### src/design/lsu_consts.svh
`ifndef LSU_CONSTS_SVH
`define LSU_CONSTS_SVH

// Data path and address width, one machine word
`define LSU_XLEN 32

// Architectural register index width
`define LSU_REG_IDX_W 5

// Data RAM depth in words; only the low word-address bits reach the array
`define LSU_RAM_WORDS 256

`endif

### src/design/lsu_pkg.sv
`default_nettype none

`include "lsu_consts.svh"

package lsu_pkg;

    typedef enum logic [3:0] {
        OP_LB,
        OP_LH,
        OP_LW,
        OP_LBU,
        OP_LHU,
        OP_SB,
        OP_SH,
        OP_SW,
        OP_ALU,  // Write the execute value
        OP_LINK  // Write pc+4
    } lsu_op_e;

    typedef enum logic [1:0] {
        BYTE,
        HALF_WORD,
        WORD
    } byte_type_e;

    typedef struct packed {
        logic       is_mem;
        logic       is_store;
        logic       is_signed;
        byte_type_e byte_type;
        logic       is_wr_rd;
        logic       is_wr_rd_pc_plus4;
    } mem_ctrl_t;

    typedef struct packed {
        logic                      valid;
        mem_ctrl_t                 ctrl;
        logic [1:0]                byte_en;  // Low two address bits
        logic [`LSU_REG_IDX_W-1:0] rd;
        logic [`LSU_XLEN-1:0]      pc;
        logic [`LSU_XLEN-1:0]      pc_plus4;
        logic [`LSU_XLEN-1:0]      ex_out;
    } mem1_mem2_pass_t;

    typedef struct packed {
        logic                      valid;
        logic [`LSU_REG_IDX_W-1:0] rd;
        logic [`LSU_XLEN-1:0]      pc;
        logic [`LSU_XLEN-1:0]      ex_mem_out;
    } mem2_wb_pass_t;

endpackage

`default_nettype wire

### src/design/dcache_if.sv
`timescale 1ns/1ps
`default_nettype none

`include "lsu_consts.svh"

// A request is taken on the clock edge while req is high; read data follows one cycle later
interface dcache_if;

    logic                   req;
    logic                   we;
    logic [`LSU_XLEN/8-1:0] strb;
    logic [`LSU_XLEN-1:0]   addr;
    logic [`LSU_XLEN-1:0]   wdata;
    logic [`LSU_XLEN-1:0]   rdata;

    modport requester (output req, output we, output strb, output addr, output wdata);

    modport memory (input req, input we, input strb, input addr, input wdata, output rdata);

    modport reader (input rdata);

endinterface

`default_nettype wire

### src/design/load_align_stage.sv
`timescale 1ns/1ps
`default_nettype none

`include "lsu_consts.svh"

module load_align_stage (
    input  wire                              clk,
    input  wire                              rst_n,
    input  wire                              flush,
    input  wire lsu_pkg::mem1_mem2_pass_t    pass_in,
    dcache_if.reader                         dcache,
    output logic                             fwd_valid,
    output logic [`LSU_REG_IDX_W-1:0]        fwd_idx,
    output logic [`LSU_XLEN-1:0]             fwd_data,
    output lsu_pkg::mem2_wb_pass_t           pass_out
);

    import lsu_pkg::*;

    mem1_mem2_pass_t      entry_r;
    logic                 live;
    logic [7:0]           mem_byte;
    logic [15:0]          mem_half;
    logic [`LSU_XLEN-1:0] mem_out;
    logic [`LSU_XLEN-1:0] ex_mem_out;

    always_ff @(posedge clk or negedge rst_n) begin
        if (!rst_n) begin
            entry_r.valid <= 1'b0;
        end else begin
            entry_r <= pass_in;
        end
    end

    assign live = entry_r.valid & ~flush;

    // ############################################################
    // Forwarding request
    // ############################################################

    // Load data is not ready to forward from here
    assign fwd_valid = live & entry_r.ctrl.is_wr_rd;
    assign fwd_idx   = entry_r.rd;
    assign fwd_data  = entry_r.ctrl.is_wr_rd_pc_plus4 ? entry_r.pc_plus4 : entry_r.ex_out;

    // ############################################################
    // Load extraction and result select
    // ############################################################

    assign mem_byte = dcache.rdata[entry_r.byte_en*8 +: 8];
    assign mem_half = entry_r.byte_en[1] ? dcache.rdata[31:16] : dcache.rdata[15:0];

    always_comb begin
        case (entry_r.ctrl.byte_type)
            BYTE:      mem_out = {{24{entry_r.ctrl.is_signed & mem_byte[7]}}, mem_byte};
            HALF_WORD: mem_out = {{16{entry_r.ctrl.is_signed & mem_half[15]}}, mem_half};
            default:   mem_out = dcache.rdata;
        endcase
    end

    always_comb begin
        if (entry_r.ctrl.is_mem && !entry_r.ctrl.is_store) begin
            ex_mem_out = mem_out;
        end else if (entry_r.ctrl.is_wr_rd_pc_plus4) begin
            ex_mem_out = entry_r.pc_plus4;
        end else begin
            ex_mem_out = entry_r.ex_out;
        end
    end

    assign pass_out.valid      = live & entry_r.ctrl.is_wr_rd;  // Stores never write back
    assign pass_out.rd         = entry_r.rd;
    assign pass_out.pc         = entry_r.pc;
    assign pass_out.ex_mem_out = ex_mem_out;

endmodule

`default_nettype wire

### src/flat_wrapper.sv
// flat-port wrapper written by rule: the top's interface ports become plain ports
module load_align_stage_flat import lsu_pkg::*;
  (clk, rst_n, flush, pass_in, fwd_valid, fwd_idx, fwd_data, pass_out, dcache_rdata);
  dcache_if dcache_i ();
  input  wire clk;
  input  wire rst_n;
  input  wire flush;
  input  wire lsu_pkg::mem1_mem2_pass_t pass_in;
  output logic fwd_valid;
  output logic [`LSU_REG_IDX_W-1:0] fwd_idx;
  output logic [`LSU_XLEN-1:0] fwd_data;
  output lsu_pkg::mem2_wb_pass_t pass_out;
  input wire logic [$bits(dcache_i.rdata)-1:0] dcache_rdata;
  assign dcache_i.rdata = dcache_rdata;
  load_align_stage u_core (.clk(clk), .rst_n(rst_n), .flush(flush), .pass_in(pass_in), .dcache(dcache_i), .fwd_valid(fwd_valid), .fwd_idx(fwd_idx), .fwd_data(fwd_data), .pass_out(pass_out));
endmodule
### config.mk
export PLATFORM = sky130hd
export DESIGN_NAME = load_align_stage_flat
export DESIGN_NICKNAME = d
export VERILOG_FILES = /design/src/design/lsu_pkg.sv /design/src/design/dcache_if.sv /design/src/design/load_align_stage.sv /design/src/flat_wrapper.sv
export VERILOG_INCLUDE_DIRS = /design/src /design/src/design
export SDC_FILE = /design/constraint.sdc
export NUM_CORES = 1
export LEC_CHECK = 0
export BUFFER_PORTS_ARGS = -buffer_cell sky130_fd_sc_hd__clkbuf_2
export CELL_PAD_IN_SITES_DETAIL_PLACEMENT = 1
export CELL_PAD_IN_SITES_GLOBAL_PLACEMENT = 2
export CORE_MARGIN = 4
export CORE_UTILIZATION = 28
export DETAILED_ROUTE_END_ITERATION = 8
export MAX_ROUTING_LAYER = met4
export PLACE_DENSITY = 0.85
export SLEW_MARGIN = 30
export SYNTH_ARGS = -nofsm -noshare
export SYNTH_HDL_FRONTEND = slang
export SYNTH_SLANG_ARGS = --single-unit
### constraint.sdc
create_clock -name clk -period 1.7 [get_ports clk]
set_input_delay 0.085 -clock clk [delete_from_list [all_inputs] [get_ports clk]]
set_output_delay 0.085 -clock clk [all_outputs]
set_load 0.03 [all_outputs]
**Word level (Yosys, flattened, before mapping)**

Cells that the tools add are included.

- Bits in registers: 111
- Input port bits: 146
- Word-level logic and storage cells: 26
- Output and inout port bits: 108

- Shift-type cells: 1
- Bitwise logic cells: 5
- Mux-type cells: 4
- Eq/ne operators: 1
- Reduce and logical (&&, ||, !) cells: 3

Operator list:

| cell | count |
|---|---|
| $mux 32 | 2 |
| $pmux 32 s2 | 1 |
| $shiftx 32x6->8 | 1 |
| $mux 16 | 1 |
| $and 1x1->1 | 4 |
| $eq 2x1->1 const B | 1 |
| $logic_not 2->1 | 1 |
| $logic_and 1x1->1 | 1 |
| $logic_not 1->1 | 1 |
| $not 1->1 | 1 |

**Depth between registers and ports, before layout**

- Depth after elaboration: 4
- Gate-level depth with buffers: 6
- Mapped depth without buffers: 4

**Worst setup path before layout**

No wires, ideal clock.

- Path kind: reg2out
- Start point: register u_core.entry_r[103] (netlist name)
- End point: output pass_out[14] (netlist name)
- Slack: -52 ps
- Data arrival time: 1667 ps
- Cell stages (with the launch flop): 6
- Data required time: 1615 ps
- Path buffers: 2
- Cell sequence: edfxtp_1 -> clkbuf_1 -> buf_2 -> mux2_1 -> a22oi_1 -> nand3_1

RTL lines:

| item | line | RTL |
|---|---|---|
| from (decl) | load_align_stage.sv:20 | `mem1_mem2_pass_t entry_r;` |
| from (signal assigned) | load_align_stage.sv:31 | `entry_r <= pass_in;` |
| to (decl) | flat_wrapper.sv:12 | `output lsu_pkg::mem2_wb_pass_t pass_out;` |

==> metrics.md <==
| Metric | Value |
|---|---|
| CP arrival | between 1500 and 2000 ps |
| Worst-margin pin slew | around 470 ps |
| Count leader, synth | edfxtp_1 |
| DRT Wirelength | 20.55 mm |
| Worst hold-check path type | in -> async |
| Synth warn | 0 |
| Largest family of logic cells by synthesized area | multiplexers |
| DP HPWL | around 13 mm |
| CTS tree | built |
| Leakage Power | 3.912 nW |
| Synth Net Count | between 400 and 500 |
| Power per cell area | between 800 and 900 nW/um^2 |
| I/O Pins | approximately 250 |
| Crit path capture type | output port |
| Initial DRC Count | roughly 180 |
| Worst relative slew slack | 68.38% |
| Failing checks | negative setup slack |
| First-pass GRT wire length | 29.44 mm |
| Clock Path Buffers | 2 |
| Drt via density | ~4.6 |
| Mux share of post-synthesis cell area | between 10% and 20% |
| Vias | 4289 |
| GRT Residual Overflow | 0 |
| Design Area, Final | approximately 9000 um^2 |
| Adder-cell area share of the yosys netlist | 0% |
| Area growth from synthesis to layout | 81.07% |
| DR DRC count | 0 |
| Synthesized instance count | 346 |
| Core Region | ~17000 um^2 |
| Max Slew Vio Count | 0 |
| Clock H-tree levels | 3 |
| Root Driver | clkbuf_16 |
| Highest Clock Rate | roughly 500 MHz |
| Die area | about 20000 um^2 |
| Worst-path clk slew | 70 ps |
| Status | finished, violations left |
| Vias in the first global route | ~5000 |
| Std cell rows | between 40 and 50 |
| DR WL/cell | between 20 and 25 um |
| Fin util | around half |
| Hold Fails Final Rpt | 0 |
| Yosys top cell by area | edfxtp_1 |
| Asr flop ratio synth | 0.9009% |
| GPL Wtd Cong | between 0.8 and 0.9 |
| Initial core utilization | between 20% and 30% |
| Critical Path RT | between 1500 and 2000 ps |
| Placed Area | approximately 6300 um^2 |
| Top cell type's share of synthesized area | 66.12% |
| Synthesized cell area | about 5000 um^2 |
| Ranking of synthesized cells by area | edfxtp_1 (66%), mux2_2 (8.6%), buf_4 (6.5%), nand3_1 (4.7%), mux4_2 (3.2%) |
| Antenna violations before repair | 1 |
| Min cycle time layout | 2042 ps |
| VDD IR max | 0.4723 mV |
| WHS | roughly 310 ps |
| Gr usage total | between 20% and 30% |
| Clock sink count | 111 |
| Pre-CTS setup slack | -222.7 ps |
| Crit path launch | u_core.entry_r[102]$_DFFE_PP_ |
| Final ANT Viol Nets | 0 |
| Final net count | around 840 |
| Most instantiated cells after synthesis | edfxtp_1 (110), nand3_1 (47), buf_4 (43), mux2_2 (38), nand2_1 (28) |
| Crit path max fanout | 4 |
| Register area share after synthesis | between 60% and 70% |
| Fill count | roughly 1800 |
| Synth Register Bits | about 110 |
| Synth Area in XOR/XNOR | 0% |
| Simple-gate area share of the yosys netlist | under 10% |
| Dominant synthesized flop cell | edfxtp_1 |
| Compound-cell area share of the yosys netlist | between 3 and 4% |
| Synthesized area per cell | about 14 um^2 |
| Post-synth EDFFs | 110 |
| I/O Buffers | around 250 |
| RSZ-0062 raised after global routing | true |
| CTS buffer count | 9 |
| Yosys cell types | 28 |
| Setup violations, final | 34 |
| Die Wd | 141.6 um |
| Max_cap viols | 0 |
| Fin crit share | 120.1% |
| Drt pass-1 iters | 4 |
| Setup WS post-layout | -342.2 ps |
| Die height | 141.6 um |
| CP startpoint kind | register |
| Setup CP Type | reg -> out |
| Share of cells above drive strength 1 | 56.78% |
| Maximum number of pins on one net before global-route repair | 64 |
## layer usage
metal,routed length (um),track usage (%),up-vias
met2,11500,37.37,158
met1,7537,21.69,2142
met5,0,-,-
met3,1069,3.606,24
li1,-,-,1965
met4,444,7.222,0
## cell type report
cell class                      count  area (um^2)  share of cell area, %
Antenna cell                        1        2.502                0.02766
Timing Repair Buffer              400         3383                  37.40
Timing Repair inverter              1        5.005                0.05533
Clock buffer                        9        225.2                  2.490
Inverter                            3        22.52                 0.2490
Multi-Input combinational cell    171         1754                  19.39
Clock inverter                      6        43.79                 0.4841
Tap cell                          225        281.5                  3.112
Sequential cell                   111         3328                  36.79
## path summary, 6_finish.rpt
kind	slack, ps	to	depth (start not counted)
worst max-delay path	-340	pass_out[11]	6
worst min-delay path	310	u_core.entry_r[110]$_DFF_PN0_	3
max in group asynchronous	1180	u_core.entry_r[110]$_DFF_PN0_	3
min in group clk	410	u_core.entry_r[110]$_DFF_PN0_	2
## cell usage in the layout, fill, tap and decap left out, types with 2 or more instances in the layout
cell type | netlist | layout
buf_12 | 0 | 8
a22oi_2 | 0 | 4
mux2_2 | 38 | 9
o21ai_1 | 7 | 6
a22oi_1 | 7 | 3
nand3_4 | 0 | 21
inv_8 | 0 | 2
o21ai_2 | 0 | 5
nand2_1 | 28 | 27
clkinvlp_4 | 0 | 2
nand3_1 | 47 | 23
nand3_2 | 1 | 4
nor2_2 | 0 | 3
nor2_4 | 0 | 2
edfxtp_1 | 110 | 110
buf_4 | 43 | 18
mux2_4 | 0 | 29
mux4_2 | 7 | 8
buf_8 | 0 | 52
clkinv_1 | 1 | 2
dlygate4sd3_1 | 0 | 112
mux2i_1 | 3 | 2
clkbuf_16 | 0 | 10
nor2_1 | 10 | 5
o21ai_0 | 12 | 8
clkbuf_2 | 0 | 191
buf_6 | 2 | 17
## power by group
group,switching [mW],leakage [nW],internal [mW],total (mW)
Clock,0.978,0.129,0.996,1.97
Sequential,0.0841,1.09,3.25,3.33
Combinational,1.44,2.69,1.30,2.73
## registers in the layout (all words and copies together), names as in the netlist
name             flops
u_core.entry_r      74
u_core.fwd_idx       5
u_core.pass_out     32
## critical path, cell delays in order (launching register included)
cell and delay [ps]:
edfxtp_1 410, buf_6 120, mux4_2 510, nand4_1 160
buf_6 160, nand3_4 100, buf_8 160
## logic make-up after synthesis
logic type | after synthesis
AOI/OAI and AO/OA | 30
muxes | 50
DFF | 111
and+or+nand+nor | 91
buffers and inverters | 64
## timing repair
| item | in CTS | in global routing |
|---|---|---|
| setup buffers | 15 | 3 |
| gates cloned | 3 | 1 |
| setup endpoints to repair | 46 | 61 |
| pin swaps | 11 | 5 |
| hold buffers | 112 | 0 |
| hold endpoints to repair | 112 | 0 |
| gates resized for setup | 179 | 128 |
## through the flow
step	TNS, ps	std cells	power (mW)
after floorplan	-3.242	346	4.501
after global placement	-782.8	778	5.088
after detailed placement	-1620	778	5.126
after CTS	-10450	923	7.782
after global routing	-13850	927	8.406
final	-9482	927	8.040
No activity file was read; power rests on OpenSTA's default activity.
