==> src/design/lsu_consts.svh <==
`ifndef LSU_CONSTS_SVH
`define LSU_CONSTS_SVH

// Data path and address width, one machine word
`define LSU_XLEN 32

// Architectural register index width
`define LSU_REG_IDX_W 5

// Data RAM depth in words; only the low word-address bits reach the array
`define LSU_RAM_WORDS 256

`endif

==> src/design/lsu_pkg.sv <==
`default_nettype none

`include "lsu_consts.svh"

package lsu_pkg;

    typedef enum logic [3:0] {
        OP_LB,
        OP_LH,
        OP_LW,
        OP_LBU,
        OP_LHU,
        OP_SB,
        OP_SH,
        OP_SW,
        OP_ALU,  // Write the execute value
        OP_LINK  // Write pc+4
    } lsu_op_e;

    typedef enum logic [1:0] {
        BYTE,
        HALF_WORD,
        WORD
    } byte_type_e;

    typedef struct packed {
        logic       is_mem;
        logic       is_store;
        logic       is_signed;
        byte_type_e byte_type;
        logic       is_wr_rd;
        logic       is_wr_rd_pc_plus4;
    } mem_ctrl_t;

    typedef struct packed {
        logic                      valid;
        mem_ctrl_t                 ctrl;
        logic [1:0]                byte_en;  // Low two address bits
        logic [`LSU_REG_IDX_W-1:0] rd;
        logic [`LSU_XLEN-1:0]      pc;
        logic [`LSU_XLEN-1:0]      pc_plus4;
        logic [`LSU_XLEN-1:0]      ex_out;
    } mem1_mem2_pass_t;

    typedef struct packed {
        logic                      valid;
        logic [`LSU_REG_IDX_W-1:0] rd;
        logic [`LSU_XLEN-1:0]      pc;
        logic [`LSU_XLEN-1:0]      ex_mem_out;
    } mem2_wb_pass_t;

endpackage

`default_nettype wire

==> src/design/dcache_if.sv <==
`timescale 1ns/1ps
`default_nettype none

`include "lsu_consts.svh"

// A request is taken on the clock edge while req is high; read data follows one cycle later
interface dcache_if;

    logic                   req;
    logic                   we;
    logic [`LSU_XLEN/8-1:0] strb;
    logic [`LSU_XLEN-1:0]   addr;
    logic [`LSU_XLEN-1:0]   wdata;
    logic [`LSU_XLEN-1:0]   rdata;

    modport requester (output req, output we, output strb, output addr, output wdata);

    modport memory (input req, input we, input strb, input addr, input wdata, output rdata);

    modport reader (input rdata);

endinterface

`default_nettype wire

==> src/design/agu_stage.sv <==
`timescale 1ns/1ps
`default_nettype none

`include "lsu_consts.svh"

module agu_stage (
    input  wire                             clk,
    input  wire                             rst_n,
    input  wire                             flush,
    input  wire                             in_valid,
    input  wire [`LSU_XLEN-1:0]             in_base,
    input  wire [`LSU_XLEN-1:0]             in_imm,
    input  wire [`LSU_XLEN-1:0]             in_store_data,
    input  wire [`LSU_REG_IDX_W-1:0]        in_rd,
    input  wire [`LSU_XLEN-1:0]             in_pc,
    input  wire [`LSU_XLEN-1:0]             in_ex_out,
    input  wire lsu_pkg::mem_ctrl_t         mem_ctrl,
    dcache_if.requester                     dcache,
    output lsu_pkg::mem1_mem2_pass_t        pass_out
);

    import lsu_pkg::*;

    mem1_mem2_pass_t        entry_r;
    mem_ctrl_t              issue_ctrl;
    logic [`LSU_XLEN-1:0]   eff_addr;
    logic [`LSU_XLEN-1:0]   addr_r;
    logic [`LSU_XLEN-1:0]   st_data_r;
    logic [`LSU_XLEN-1:0]   st_wdata;
    logic [`LSU_XLEN/8-1:0] st_strb;

    assign eff_addr = in_base + in_imm;

    // Writes to x0 are dropped like in any RISC-V register file
    always_comb begin
        issue_ctrl = mem_ctrl;
        issue_ctrl.is_wr_rd = mem_ctrl.is_wr_rd & (|in_rd);
    end

    always_ff @(posedge clk or negedge rst_n) begin
        if (!rst_n) begin
            entry_r.valid <= 1'b0;
        end else begin
            entry_r.valid <= in_valid;  // An issue in a flush cycle is kept
            if (in_valid) begin
                entry_r.ctrl     <= issue_ctrl;
                entry_r.byte_en  <= eff_addr[1:0];
                entry_r.rd       <= in_rd;
                entry_r.pc       <= in_pc;
                entry_r.pc_plus4 <= in_pc + `LSU_XLEN'd4;
                entry_r.ex_out   <= in_ex_out;
                addr_r           <= eff_addr;
                st_data_r        <= in_store_data;
            end
        end
    end

    // Store data goes out replicated across lanes, strobes select the live ones
    always_comb begin
        case (entry_r.ctrl.byte_type)
            BYTE: begin
                st_wdata = {4{st_data_r[7:0]}};
                st_strb  = 4'b0001 << entry_r.byte_en;
            end
            HALF_WORD: begin
                st_wdata = {2{st_data_r[15:0]}};
                st_strb  = entry_r.byte_en[1] ? 4'b1100 : 4'b0011;
            end
            default: begin
                st_wdata = st_data_r;
                st_strb  = 4'b1111;
            end
        endcase
    end

    assign dcache.req   = entry_r.valid & entry_r.ctrl.is_mem & ~flush;
    assign dcache.we    = entry_r.ctrl.is_store;
    assign dcache.strb  = entry_r.ctrl.is_store ? st_strb : '0;
    assign dcache.addr  = addr_r;
    assign dcache.wdata = st_wdata;

    always_comb begin
        pass_out = entry_r;
        pass_out.valid = entry_r.valid & ~flush;
    end

endmodule

`default_nettype wire

==> src/flat_wrapper.sv <==
// flat-port wrapper written by rule: the top's interface ports become plain ports
module agu_stage_flat import lsu_pkg::*;
  (clk, rst_n, flush, in_valid, in_base, in_imm, in_store_data, in_rd, in_pc, in_ex_out, mem_ctrl, pass_out, dcache_req, dcache_we, dcache_strb, dcache_addr, dcache_wdata);
  dcache_if dcache_i ();
  input  wire clk;
  input  wire rst_n;
  input  wire flush;
  input  wire in_valid;
  input  wire [`LSU_XLEN-1:0] in_base;
  input  wire [`LSU_XLEN-1:0] in_imm;
  input  wire [`LSU_XLEN-1:0] in_store_data;
  input  wire [`LSU_REG_IDX_W-1:0] in_rd;
  input  wire [`LSU_XLEN-1:0] in_pc;
  input  wire [`LSU_XLEN-1:0] in_ex_out;
  input  wire lsu_pkg::mem_ctrl_t mem_ctrl;
  output lsu_pkg::mem1_mem2_pass_t pass_out;
  output wire logic [$bits(dcache_i.req)-1:0] dcache_req;
  output wire logic [$bits(dcache_i.we)-1:0] dcache_we;
  output wire logic [$bits(dcache_i.strb)-1:0] dcache_strb;
  output wire logic [$bits(dcache_i.addr)-1:0] dcache_addr;
  output wire logic [$bits(dcache_i.wdata)-1:0] dcache_wdata;
  assign dcache_req = dcache_i.req;
  assign dcache_we = dcache_i.we;
  assign dcache_strb = dcache_i.strb;
  assign dcache_addr = dcache_i.addr;
  assign dcache_wdata = dcache_i.wdata;
  agu_stage u_core (.clk(clk), .rst_n(rst_n), .flush(flush), .in_valid(in_valid), .in_base(in_base), .in_imm(in_imm), .in_store_data(in_store_data), .in_rd(in_rd), .in_pc(in_pc), .in_ex_out(in_ex_out), .mem_ctrl(mem_ctrl), .dcache(dcache_i), .pass_out(pass_out));
endmodule
==> config.mk <==
export PLATFORM = sky130hd
export DESIGN_NAME = agu_stage_flat
export DESIGN_NICKNAME = d
export VERILOG_FILES = /design/src/design/lsu_pkg.sv /design/src/design/dcache_if.sv /design/src/design/agu_stage.sv /design/src/flat_wrapper.sv
export VERILOG_INCLUDE_DIRS = /design/src /design/src/design
export SDC_FILE = /design/constraint.sdc
export NUM_CORES = 1
export LEC_CHECK = 0
export BUFFER_PORTS_ARGS = -buffer_cell sky130_fd_sc_hd__buf_2
export CAP_MARGIN = 30
export CORE_AREA = 2 2 140 142
export CTS_BUF_LIST = sky130_fd_sc_hd__clkbuf_8
export DETAILED_ROUTE_END_ITERATION = 6
export DIE_AREA = 0 0 142 144
export HOLD_SLACK_MARGIN = 0.1
export PLACE_DENSITY = 0.77
export SLEW_MARGIN = 10
export SYNTH_ARGS = -nofsm -noshare
export SYNTH_HDL_FRONTEND = slang
export SYNTH_SLANG_ARGS = --single-unit
==> constraint.sdc <==
create_clock -name clk -period 1.8 [get_ports clk]
set_clock_uncertainty 0.1 [all_clocks]
set_input_delay 0.09 -clock clk [delete_from_list [all_inputs] [get_ports clk]]
set_output_delay 0.09 -clock clk [all_outputs]
set_load 0.005 [all_outputs]
Word-level counts from Yosys, hierarchy flattened

Cells that the tools add are included.

Eq/ne operators: 1
Bitwise operators: 5
Add/sub/neg operators: 2
Mux-type cells: 4
Reductions and logical operators: 3
Shift operators: 1

Operators with widths:

| cell                                                                  | count |
|---|---|
| 32-bit case mux with 2 select lines                                   | 1 |
| 32-bit by 3-bit adder with 32-bit output, second input constant       | 1 |
| 32-bit adder                                                          | 1 |
| 4-bit 2-to-1 mux                                                      | 2 |
| 4-bit case mux with 2 select lines                                    | 1 |
| 5-bit OR reduction                                                    | 1 |
| 1-bit AND                                                             | 4 |
| 1-bit by 2-bit left shift with 4-bit output, first input constant     | 1 |
| 2-bit by 1-bit equality test with 1-bit output, second input constant | 1 |
| 2-bit logical NOT                                                     | 1 |
| 2-bit AND reduction                                                   | 1 |
| 1-bit NOT                                                             | 1 |

Output and inout bits: 181
Logic and storage cells: 30
Input bits: 176
Register bits: 175

Longest topological paths before layout

Gate-level depths: netlist (run 1).

Word-level depth: 3
Mapped depth: 8
Mapped depth without buffers: 8

Worst setup path before layout (run 1)

Ideal clock, no wire load.

Path type: input -> register
Start point: input port in_valid
End point: register u_core.addr_r[0], in the netlist u_core.dcache.addr[0], enable pin
Arrival: 3,959 ps
Buffers on the path: 0
Required time: 1,150 ps
Library setup time: 550 ps
Stages on the path: 1
Path slack: -2,809 ps
Cell sequence: and2_1

Longest elaborated chain between the ends: 1

RTL lines:

| what                          | line              | source |
|---|---|---|
| from (decl)                   | flat_wrapper.sv:8 | `input wire in_valid;` |
| 2-bit AND reduction (no line) | --                |  |
| to (signal assigned)          | agu_stage.sv:52   | `addr_r <= eff_addr;` |
| to (decl)                     | agu_stage.sv:27   | `` logic [`LSU_XLEN-1:0] addr_r; `` |

Every way passes these cells.
A chain may end at the register's enable or synchronous reset.

Worst setup path in the final report (run 1)

Start point: input port in_imm[0]
End point: register u_core.addr_r[26], in the netlist u_core.dcache.addr[26] (data pin)

Longest elaborated chain between the ends: 1

RTL lines:

| what                    | line               | source |
|---|---|---|
| from (decl)             | flat_wrapper.sv:10 | `` input wire [`LSU_XLEN-1:0] in_imm; `` |
| 32-bit adder            | agu_stage.sv:32    | `assign eff_addr = in_base + in_imm;` |
| net u_core.eff_addr[26] | agu_stage.sv:26    | `` logic [`LSU_XLEN-1:0] eff_addr; `` |

The timed path passes the listed nets, and every way through them passes these cells.

==> results of run 1 <==
## per-layer routing
| metal | up-vias | global-route usage |
|---|---|---|
| met4 | 0 | 0.1211 |
| met1 | 3339 | 0.2640 |
| met2 | 328 | 0.4254 |
| met3 | 78 | 0.04901 |
| li1 | 3362 | - |
| met5 | - | 0 |
## worst max-delay path by stage
stage | end | slack, ps | cells after the start
floorplan | u_core.dcache.addr[26]$_DFFE_PP_ | -300 | 8
global route | u_core.dcache.addr[20]$_DFFE_PP_ | -110 | 9
finish | u_core.dcache.addr[26]$_DFFE_PP_ | -80 | 9
global placement | u_core.dcache.addr[26]$_DFFE_PP_ | -550 | 9
CTS | dcache_wdata[8] | -70 | 4
detailed placement | u_core.dcache.addr[26]$_DFFE_PP_ | -580 | 9
## area by class of cell
class                   instances  area share
well taps                     238     0.02334
clock inverters                15     0.01481
clock buffers                  17     0.01834
diodes                          3   0.0005885
repair buffers                593      0.3128
flip-flops and latches        171      0.4021
inverters                       7    0.002060
multi-input cells             373      0.2260
## power by group through the flow
| stage | clock (mW) | combinational (mW) | sequential (mW) |
|---|---|---|---|
| after floorplan | 0 | 1.05 | 4.93 |
| after global placement | 0 | 1.80 | 4.92 |
| after detailed placement | 0 | 1.83 | 4.93 |
| after CTS | 2.84 | 2.14 | 4.84 |
| after global routing | 2.99 | 2.43 | 4.88 |
| final | 2.77 | 2.25 | 4.86 |
## stage by stage
step	hold slack (ps)	power [mW]
5_1_grt	142.7	10.30
2_1_floorplan	-305.6	5.971
3_5_place_dp	-220.4	6.762
6_report	139.5	9.873
3_3_place_gp	-228.8	6.719
4_1_cts	102.1	9.823
## cells by family (layout without fill, tap and decap cells)
family          count (synthesis)  in the layout
xor+xnor                       55             55
fa+ha+maj                      33             33
mux                            25             25
buf+inv                       143            632
compound gates                103            103
simple gates                  157            157
other cells                     0              3
flops                         171            171
## placed cells by master, fill, tap and decap left out, types with 8 or more instances in the layout
cell           synthesis  final
buf_2                  1    345
edfxtp_1             170    170
dlygate4sd3_1          0    128
buf_4                121    103
nand2_1               42     40
xnor2_1               36     36
ha_1                  32     29
nor2_1                31     28
a21oi_1               30     28
nand3_1               22     20
xor2_1                19     19
clkbuf_8               2     17
buf_6                  0     15
o21ai_0               17     12
nand4_1               11     11
nor3_1                15     11
a21o_1                10     10
mux2_2                17      9
mux2_4                 0      8
## flip-flops by register name, summed over array words and instances (netlist names)
name and count:
u_core.entry_r 1, u_core.pass_out 105, u_core.dcache.we 1, u_core.dcache.addr 32
u_core.st_data_r 32
## cells in the mapped netlist (3+ instances only)
library cell	n
buf_4	121
nand2b_1	3
and4_1	4
nor3_1	15
o31ai_1	3
xnor2_1	36
ha_1	32
clkbuf_1	11
mux2i_1	8
a21o_1	10
o211ai_1	6
nand4_1	11
o21ai_0	17
and3_1	9
inv_1	7
nand2_1	42
o21ai_1	3
nor2b_1	4
a31oi_1	3
a21oi_1	30
a21boi_1	3
edfxtp_1	170
o21a_1	5
nor2_1	31
mux2_2	17
nand3_1	22
and2_1	8
xor2_1	19
## repair_timing
action	CTS	global route
gates resized for setup	24	37
setup buffers	3	0
hold endpoints to repair	152	0
setup endpoints to repair	22	49
pin swaps	10	14
hold buffers	128	0
==> metrics.md, run 1 <==
| Metric | Value |
|---|---|
| Status | finished with violations |
| Failing checks | setup timing |
| Arrival time at the worst endpoint | approximately 2000 ps |
| Switch Pwr | between 2 and 3 mW |
| Post-synth EDFFs | 170 |
| CP max-delay cell | a221o_1 |
| Clk pwr share | 0.280 |
| Post-synth top area share | 0.5808 |
| DRT iter0 DRCs | 365 |
| Final ANT Viol Nets | 0 |
| Actual slew at the worst max-slew pin | 540.4 ps |
| TritonCTS clock tree | yes |
| Sequential area share after synthesis | 0.5836 |
| Critical path class | primary input to register |
| Flops & latches, synth | 171 |
| Min-delay src | in_imm[14] |
| Synth async-reset ratio | 0.005848 |
| CP delay by family, top | compound AO/OA/AOI/OAI gates |
| RSZ-0062 raised after global routing | true |
| CP Launch Type | primary input |
| Multi-input gate area | 0.002883 sq mm |
| Main combinational cell family by area after synthesis | buffers and inverters |
| Synth area leaders | edfxtp_1 58%, buf_4 10%, ha_1 4.6% |
| Synth Cell Area | between 0.008 and 0.009 sq mm |
| Crit path buf inv count | 1 |
| Hpwl dp | 17.01 mm |
| Net Count, Synth | 896 |
| Met2 Wirelength | approximately 13 mm |
| H-tree levels | 4 |
| Post-Synth Adder-Cell Area | 0.04783 |
| # nets final | 1,372 |
| Hold Fails Final Rpt | 0 |
| Final Cell Area | 0.01276 sq mm |
| Final Util | 0.6686 |
| FF/Latch Area | about 0.0051 sq mm |
| WHS Endpoint | u_core.dcache.addr[14]$_DFFE_PP_ |
| Vias | 7,107 |
| Max Clk Rate | 0.5324 GHz |
| Vias per inst | 5.016 |
| Worst Hold Path Cells | 4 |
| Die Span Y | 144 um |
| Layout cells sized above 1 | 0.4736 |
| Crit path largest cell delay | 390 ps |
| CTS root buf | clkbuf_8 |
| Core Box Area | 0.01908 sq mm |
| WL/cell | 18.11 um |
| Starting Density | 0.4607 |
| Avg Cell Area, Syn | roughly 13 sq um |
| Drt drc | 0 |
| Ports | 357 |
| Vias in the first global route | 7,003 |
| Critical Path Sink Type | register |
| Met1 Routed Length | 9.697 mm |
| Combinational power share | 0.228 |
| Largest net degree at the start of global routing | 91 |
| Place WS | -584.6 ps |
| Area grow syn2layout | 45.14% |
| Rows | 51 |
| Clk sinks | 171 |
| Port buffer count | 356 |
| Flop pwr share | 0.492 |
| Max cap viols | 0 |
| Yosys warning total | 0 |
| Shortest period the worst path allows | 1878 ps |
| Critical-path cell list | buf_6, ha_4, fa_2, a21o_1, a221o_1, nand4_1, a31oi_2, o31a_1, xor2_1 |
| Cell taking the most area after synthesis | edfxtp_1 |
| Pre-antenna DRT Iters | 4 |
| Fin Setup TNS | -711.0 ps |
| Worst vdd ir | 0.0004024 V |
| Internal Power | ~7 mW |
| Max clock buf depth | 2 |
| Netlist cell types | 57 |
| Fin cells | 1,417 |
| Detailed Route WL | between 20 and 30 mm |
| Syn Inst Count | between 600 and 700 |
| GR Overflow Total | 0 |
| Antenna violations before repair | 1 |
| Post-Synth Simple-Gate Area | 0.08783 |
| Fin crit share | 1.043 |
| Crit-path max FO | 3 |
| CP required | 1910 ps |
| Setup violators final | 18 |
| Max Slew Vio Count | 0 |
| Worst Setup SP | in_imm[0] |
| Met3 WL post-DR | 1.399 mm |
| Fillers | 1,331 |
| Synth Area in Compound Gates | 0.07972 |
| Post-placement cell area | ~0.011 sq mm |
| Die ar. | between 0.02 and 0.025 sq mm |
| Num CTS Buffers | 17 |
| Pwr per Cell Area | 773.9 mW/mm^2 |
| Highest layer used for signal routing | met4 |
| GRT Util Overall | 0.2357 |
| Worst hold path type | primary input to register |
| Die width | 142 um |
| Prevailing post-synth register cell | edfxtp_1 |
| Slew margin rel. | 0.6397 |
| Placed cells | 1,251 |
| XOR/XNOR Fraction of Synth Area | 0.05480 |
| Clk slew on worst S/H paths | around 100 ps |
| First-pass GRT wire length | 36.72 mm |
| Setup WS post-layout | -78.12 ps |
| Mux share of post-synthesis cell area | 0.03089 |
| Net Sw Frac | 0.2881 |
| RD Place Congestion | 0.8724 |
| Leak | 5.486 nW |
Note: power is estimated with default switching activity, not from simulation.
==> inputs of run 2 (changes only) <==
--- a/config.mk
+++ b/config.mk
@@ -8,12 +8,15 @@
 export LEC_CHECK = 0
 export BUFFER_PORTS_ARGS = -buffer_cell sky130_fd_sc_hd__buf_2
 export CAP_MARGIN = 30
-export CORE_AREA = 2 2 140 142
+export CELL_PAD_IN_SITES_DETAIL_PLACEMENT = 0
+export CELL_PAD_IN_SITES_GLOBAL_PLACEMENT = 1
+export CORE_UTILIZATION = 39
 export CTS_BUF_LIST = sky130_fd_sc_hd__clkbuf_8
 export DETAILED_ROUTE_END_ITERATION = 6
-export DIE_AREA = 0 0 142 144
 export HOLD_SLACK_MARGIN = 0.1
-export PLACE_DENSITY = 0.77
+export PLACE_DENSITY_LB_ADDON = 0.1
+export RECOVER_POWER = 50
+export REMOVE_ABC_BUFFERS = 1
 export SLEW_MARGIN = 10
 export SYNTH_ARGS = -nofsm -noshare
 export SYNTH_HDL_FRONTEND = slang
==> run 2 against run 1 <==
Against the previous run:
- the flow finishes with violations (DRC, setup timing)
- largest cell class unchanged
- first-iteration DRC count increased by 13%
- clock power decreased by 4%
- critical path type unchanged
- highest routed layer unchanged
- utilization decreased by 8.7 points
- final area increased by 0.12%
- routed wire length decreased by 3.9%
- sequential share of layout area about the same
- clock-buffer cell count unchanged
==> metrics.md, run 2 (synthesized netlist as in run 1, its figures left out) <==
| Metric | Value |
|---|---|
| Status | finished with violations |
| Failing checks | DRC, setup timing |
| Die width | 152.1 um (+7.1%) |
| Antenna violations before repair | 0 (-1) |
| Min Hold Slack | 145.1 ps (+5.684 ps) |
| Port buffer count | 356 (unchanged) |
| Fin crit share | 1.061 (+0.01726) |
| Crit path largest cell delay | 530 ps (+140 ps) |
| Rows | 54 (+5.9%) |
| H-tree levels | 4 (unchanged) |
| CTS root buf | clkbuf_8 |
| Largest net degree at the start of global routing | 65 (-29%) |
| Pwr per Cell Area | 762.4 mW/mm^2 (-1.5%) |
| Placed cells | 1,296 (+3.6%) |
| Multi-input gate area | 0.002834 sq mm (-1.7%) |
| Fin cells | 1,465 (+3.4%) |
| RSZ-0062 raised after global routing | true |
| Final ANT Viol Nets | 0 (unchanged) |
| FF/Latch Area | 0.005130 sq mm (unchanged) |
| Drt drc | 56 (+56) |
| Shortest period the worst path allows | 1909 ps (+31.06 ps) |
| Vias per inst | 4.786 (-4.6%) |
| Detailed Route WL | 24.65 mm (-3.9%) |
| Max Clk Rate | 0.5238 GHz (-1.6%) |
| Worst vdd ir | 0.0003774 V (-6.2%) |
| WL/cell | 16.83 um (-7.1%) |
| Num CTS Buffers | 17 (unchanged) |
| Critical-path cell list | dlygate4sd3_1, clkbuf_1, and4_4, and4_2, nand3_1, nor2_1, buf_4, nand4_1, xnor2_1 |
| Die Span Y | 152.1 um (+5.6%) |
| Area grow syn2layout | 45.31% |
| Clk slew on worst S/H paths | 100 ps (about the same) |
| Critical path class | primary input to register |
| Starting Density | 0.4003 (-0.06040) |
| Hpwl dp | 18.29 mm (+7.5%) |
| Vias | 7,011 (-1.4%) |
| Max clock buf depth | 2 (unchanged) |
| Critical Path Sink Type | register |
| Clk pwr share | 0.273 (-0.007) |
| Net Sw Frac | 0.2821 (-0.006008) |
| Crit path buf inv count | 3 (+2) |
| Pre-antenna DRT Iters | 7 (+3) |
| Post-placement cell area | 0.01079 sq mm (+0.36%) |
| DRT iter0 DRCs | 412 (+13%) |
| Final Cell Area | 0.01277 sq mm (+0.12%) |
| Place WS | -784.5 ps (-199.9 ps) |
| CP delay by family, top | simple AND/OR/NAND/NOR gates |
| Ports | 357 (unchanged) |
| Worst hold path type | primary input to register |
| Vias in the first global route | 7,247 (+3.5%) |
| TritonCTS clock tree | yes |
| Max cap viols | 0 (unchanged) |
| Worst Setup SP | in_pc[6] |
| Layout cells sized above 1 | 0.4270 (-0.04664) |
| Commonest non-fill, non-tap cell in the layout | buf_2 |
| Arrival time at the worst endpoint | 2030 ps (+40 ps) |
| Leak | 5.425 nW (-1.1%) |
| First-pass GRT wire length | 38.22 mm (+4.1%) |
| Max Slew Vio Count | 0 (unchanged) |
| Flop pwr share | 0.498 (+0.006) |
| Min-delay src | in_imm[24] |
| Number of flip-flops in the largest register | 105 (unchanged) |
| CP Launch Type | primary input |
| Actual slew at the worst max-slew pin | 922.7 ps (+382.2 ps) |
| Core Box Area | 0.02196 sq mm (+15%) |
| Crit-path max FO | 4 (+1) |
| Combinational power share | 0.229 (about the same) |
| Clk sinks | 171 (unchanged) |
| Switch Pwr | 2.747 mW (-3.4%) |
| Setup WS post-layout | -109.2 ps (-31.06 ps) |
| N_diodes | 0 (-3) |
| RD Place Congestion | 0.8713 (-0.13%) |
| CP required | 1920 ps (about the same) |
| Most frequent cells in the layout | 294 x buf_2, 170 x edfxtp_1, 131 x dlygate4sd3_1 |
| Setup violators final | 23 (+5) |
| GR Overflow Total | 0 (unchanged) |
| GRT Util Overall | 0.2131 (-0.02260) |
| Hold Fails Final Rpt | 0 (unchanged) |
| Die ar. | 0.02314 sq mm (+13%) |
| CP max-delay cell | dlygate4sd3_1 |
| # nets final | 1,381 (+0.66%) |
| Slew margin rel. | 0.3849 (-0.2548) |
| Fin Setup TNS | -1002 ps (-290.9 ps) |
| Internal Power | 6.991 mW (-0.55%) |
| Fillers | 1,887 (+42%) |
## run 2: cell types whose count changed in the layout (fill, tap and decap cells not counted), sizes merged
cell         delta
clkinvlp        -1
buf            -50
clkinv          +2
diode           -3
inv             -1
dlygate4sd3     +3
clkbuf         +56
## run 2: power groups by stage
stage	clock network (mW)	logic [mW]	registers, mW
2_1_floorplan	0	0.728	5.00
3_3_place_gp	0	1.82	4.92
3_5_place_dp	0	1.85	4.93
4_1_cts	2.79	2.18	4.84
5_1_grt	2.92	2.42	4.88
6_report	2.66	2.23	4.85
## run 2: final cells by class
class	count	share of cell area
clock buffers	17	0.01832
clock inverters	15	0.01234
inverters	7	0.002057
multi-input cells	373	0.2219
flip-flops and latches	171	0.4016
well taps	280	0.02743
repair buffers	602	0.3163
## run 2: what timing repair did
action,4_1_cts,5_1_grt
pin swaps,15,20
setup buffers,1,3
hold endpoints to repair,154,0
gates cloned,0,2
setup endpoints to repair,34,49
hold buffers,131,0
resized for setup,32,42
## run 2: path summary, 6_finish.rpt
check | to | slack, ps | cells after the start
min | u_core.dcache.addr[24]$_DFFE_PP_ | 150 | 4
max | u_core.pass_out[59]$_DFFE_PP_ | -110 | 9
min in group asynchronous | u_core.entry_r[110]$_DFF_PN0_ | 370 | 3
max in group asynchronous | u_core.entry_r[110]$_DFF_PN0_ | 1130 | 3
## run 2: metal layers
metal	wire length (um)	up-vias	GRT usage
li1	-	3373	-
met3	1384	35	0.04934
met1	9397	3348	0.2420
met2	13270	255	0.3884
met4	597	0	0.07872
met5	0	-	0
## run 2: per-stage QoR
step / power (mW) / util
6_report: 9.737 / 0.5817
5_1_grt: 10.22 / 0.5817
4_1_cts: 9.811 / 0.5764
3_5_place_dp: 6.777 / 0.4915
3_3_place_gp: 6.742 / 0.4915
2_1_floorplan: 5.728 / -
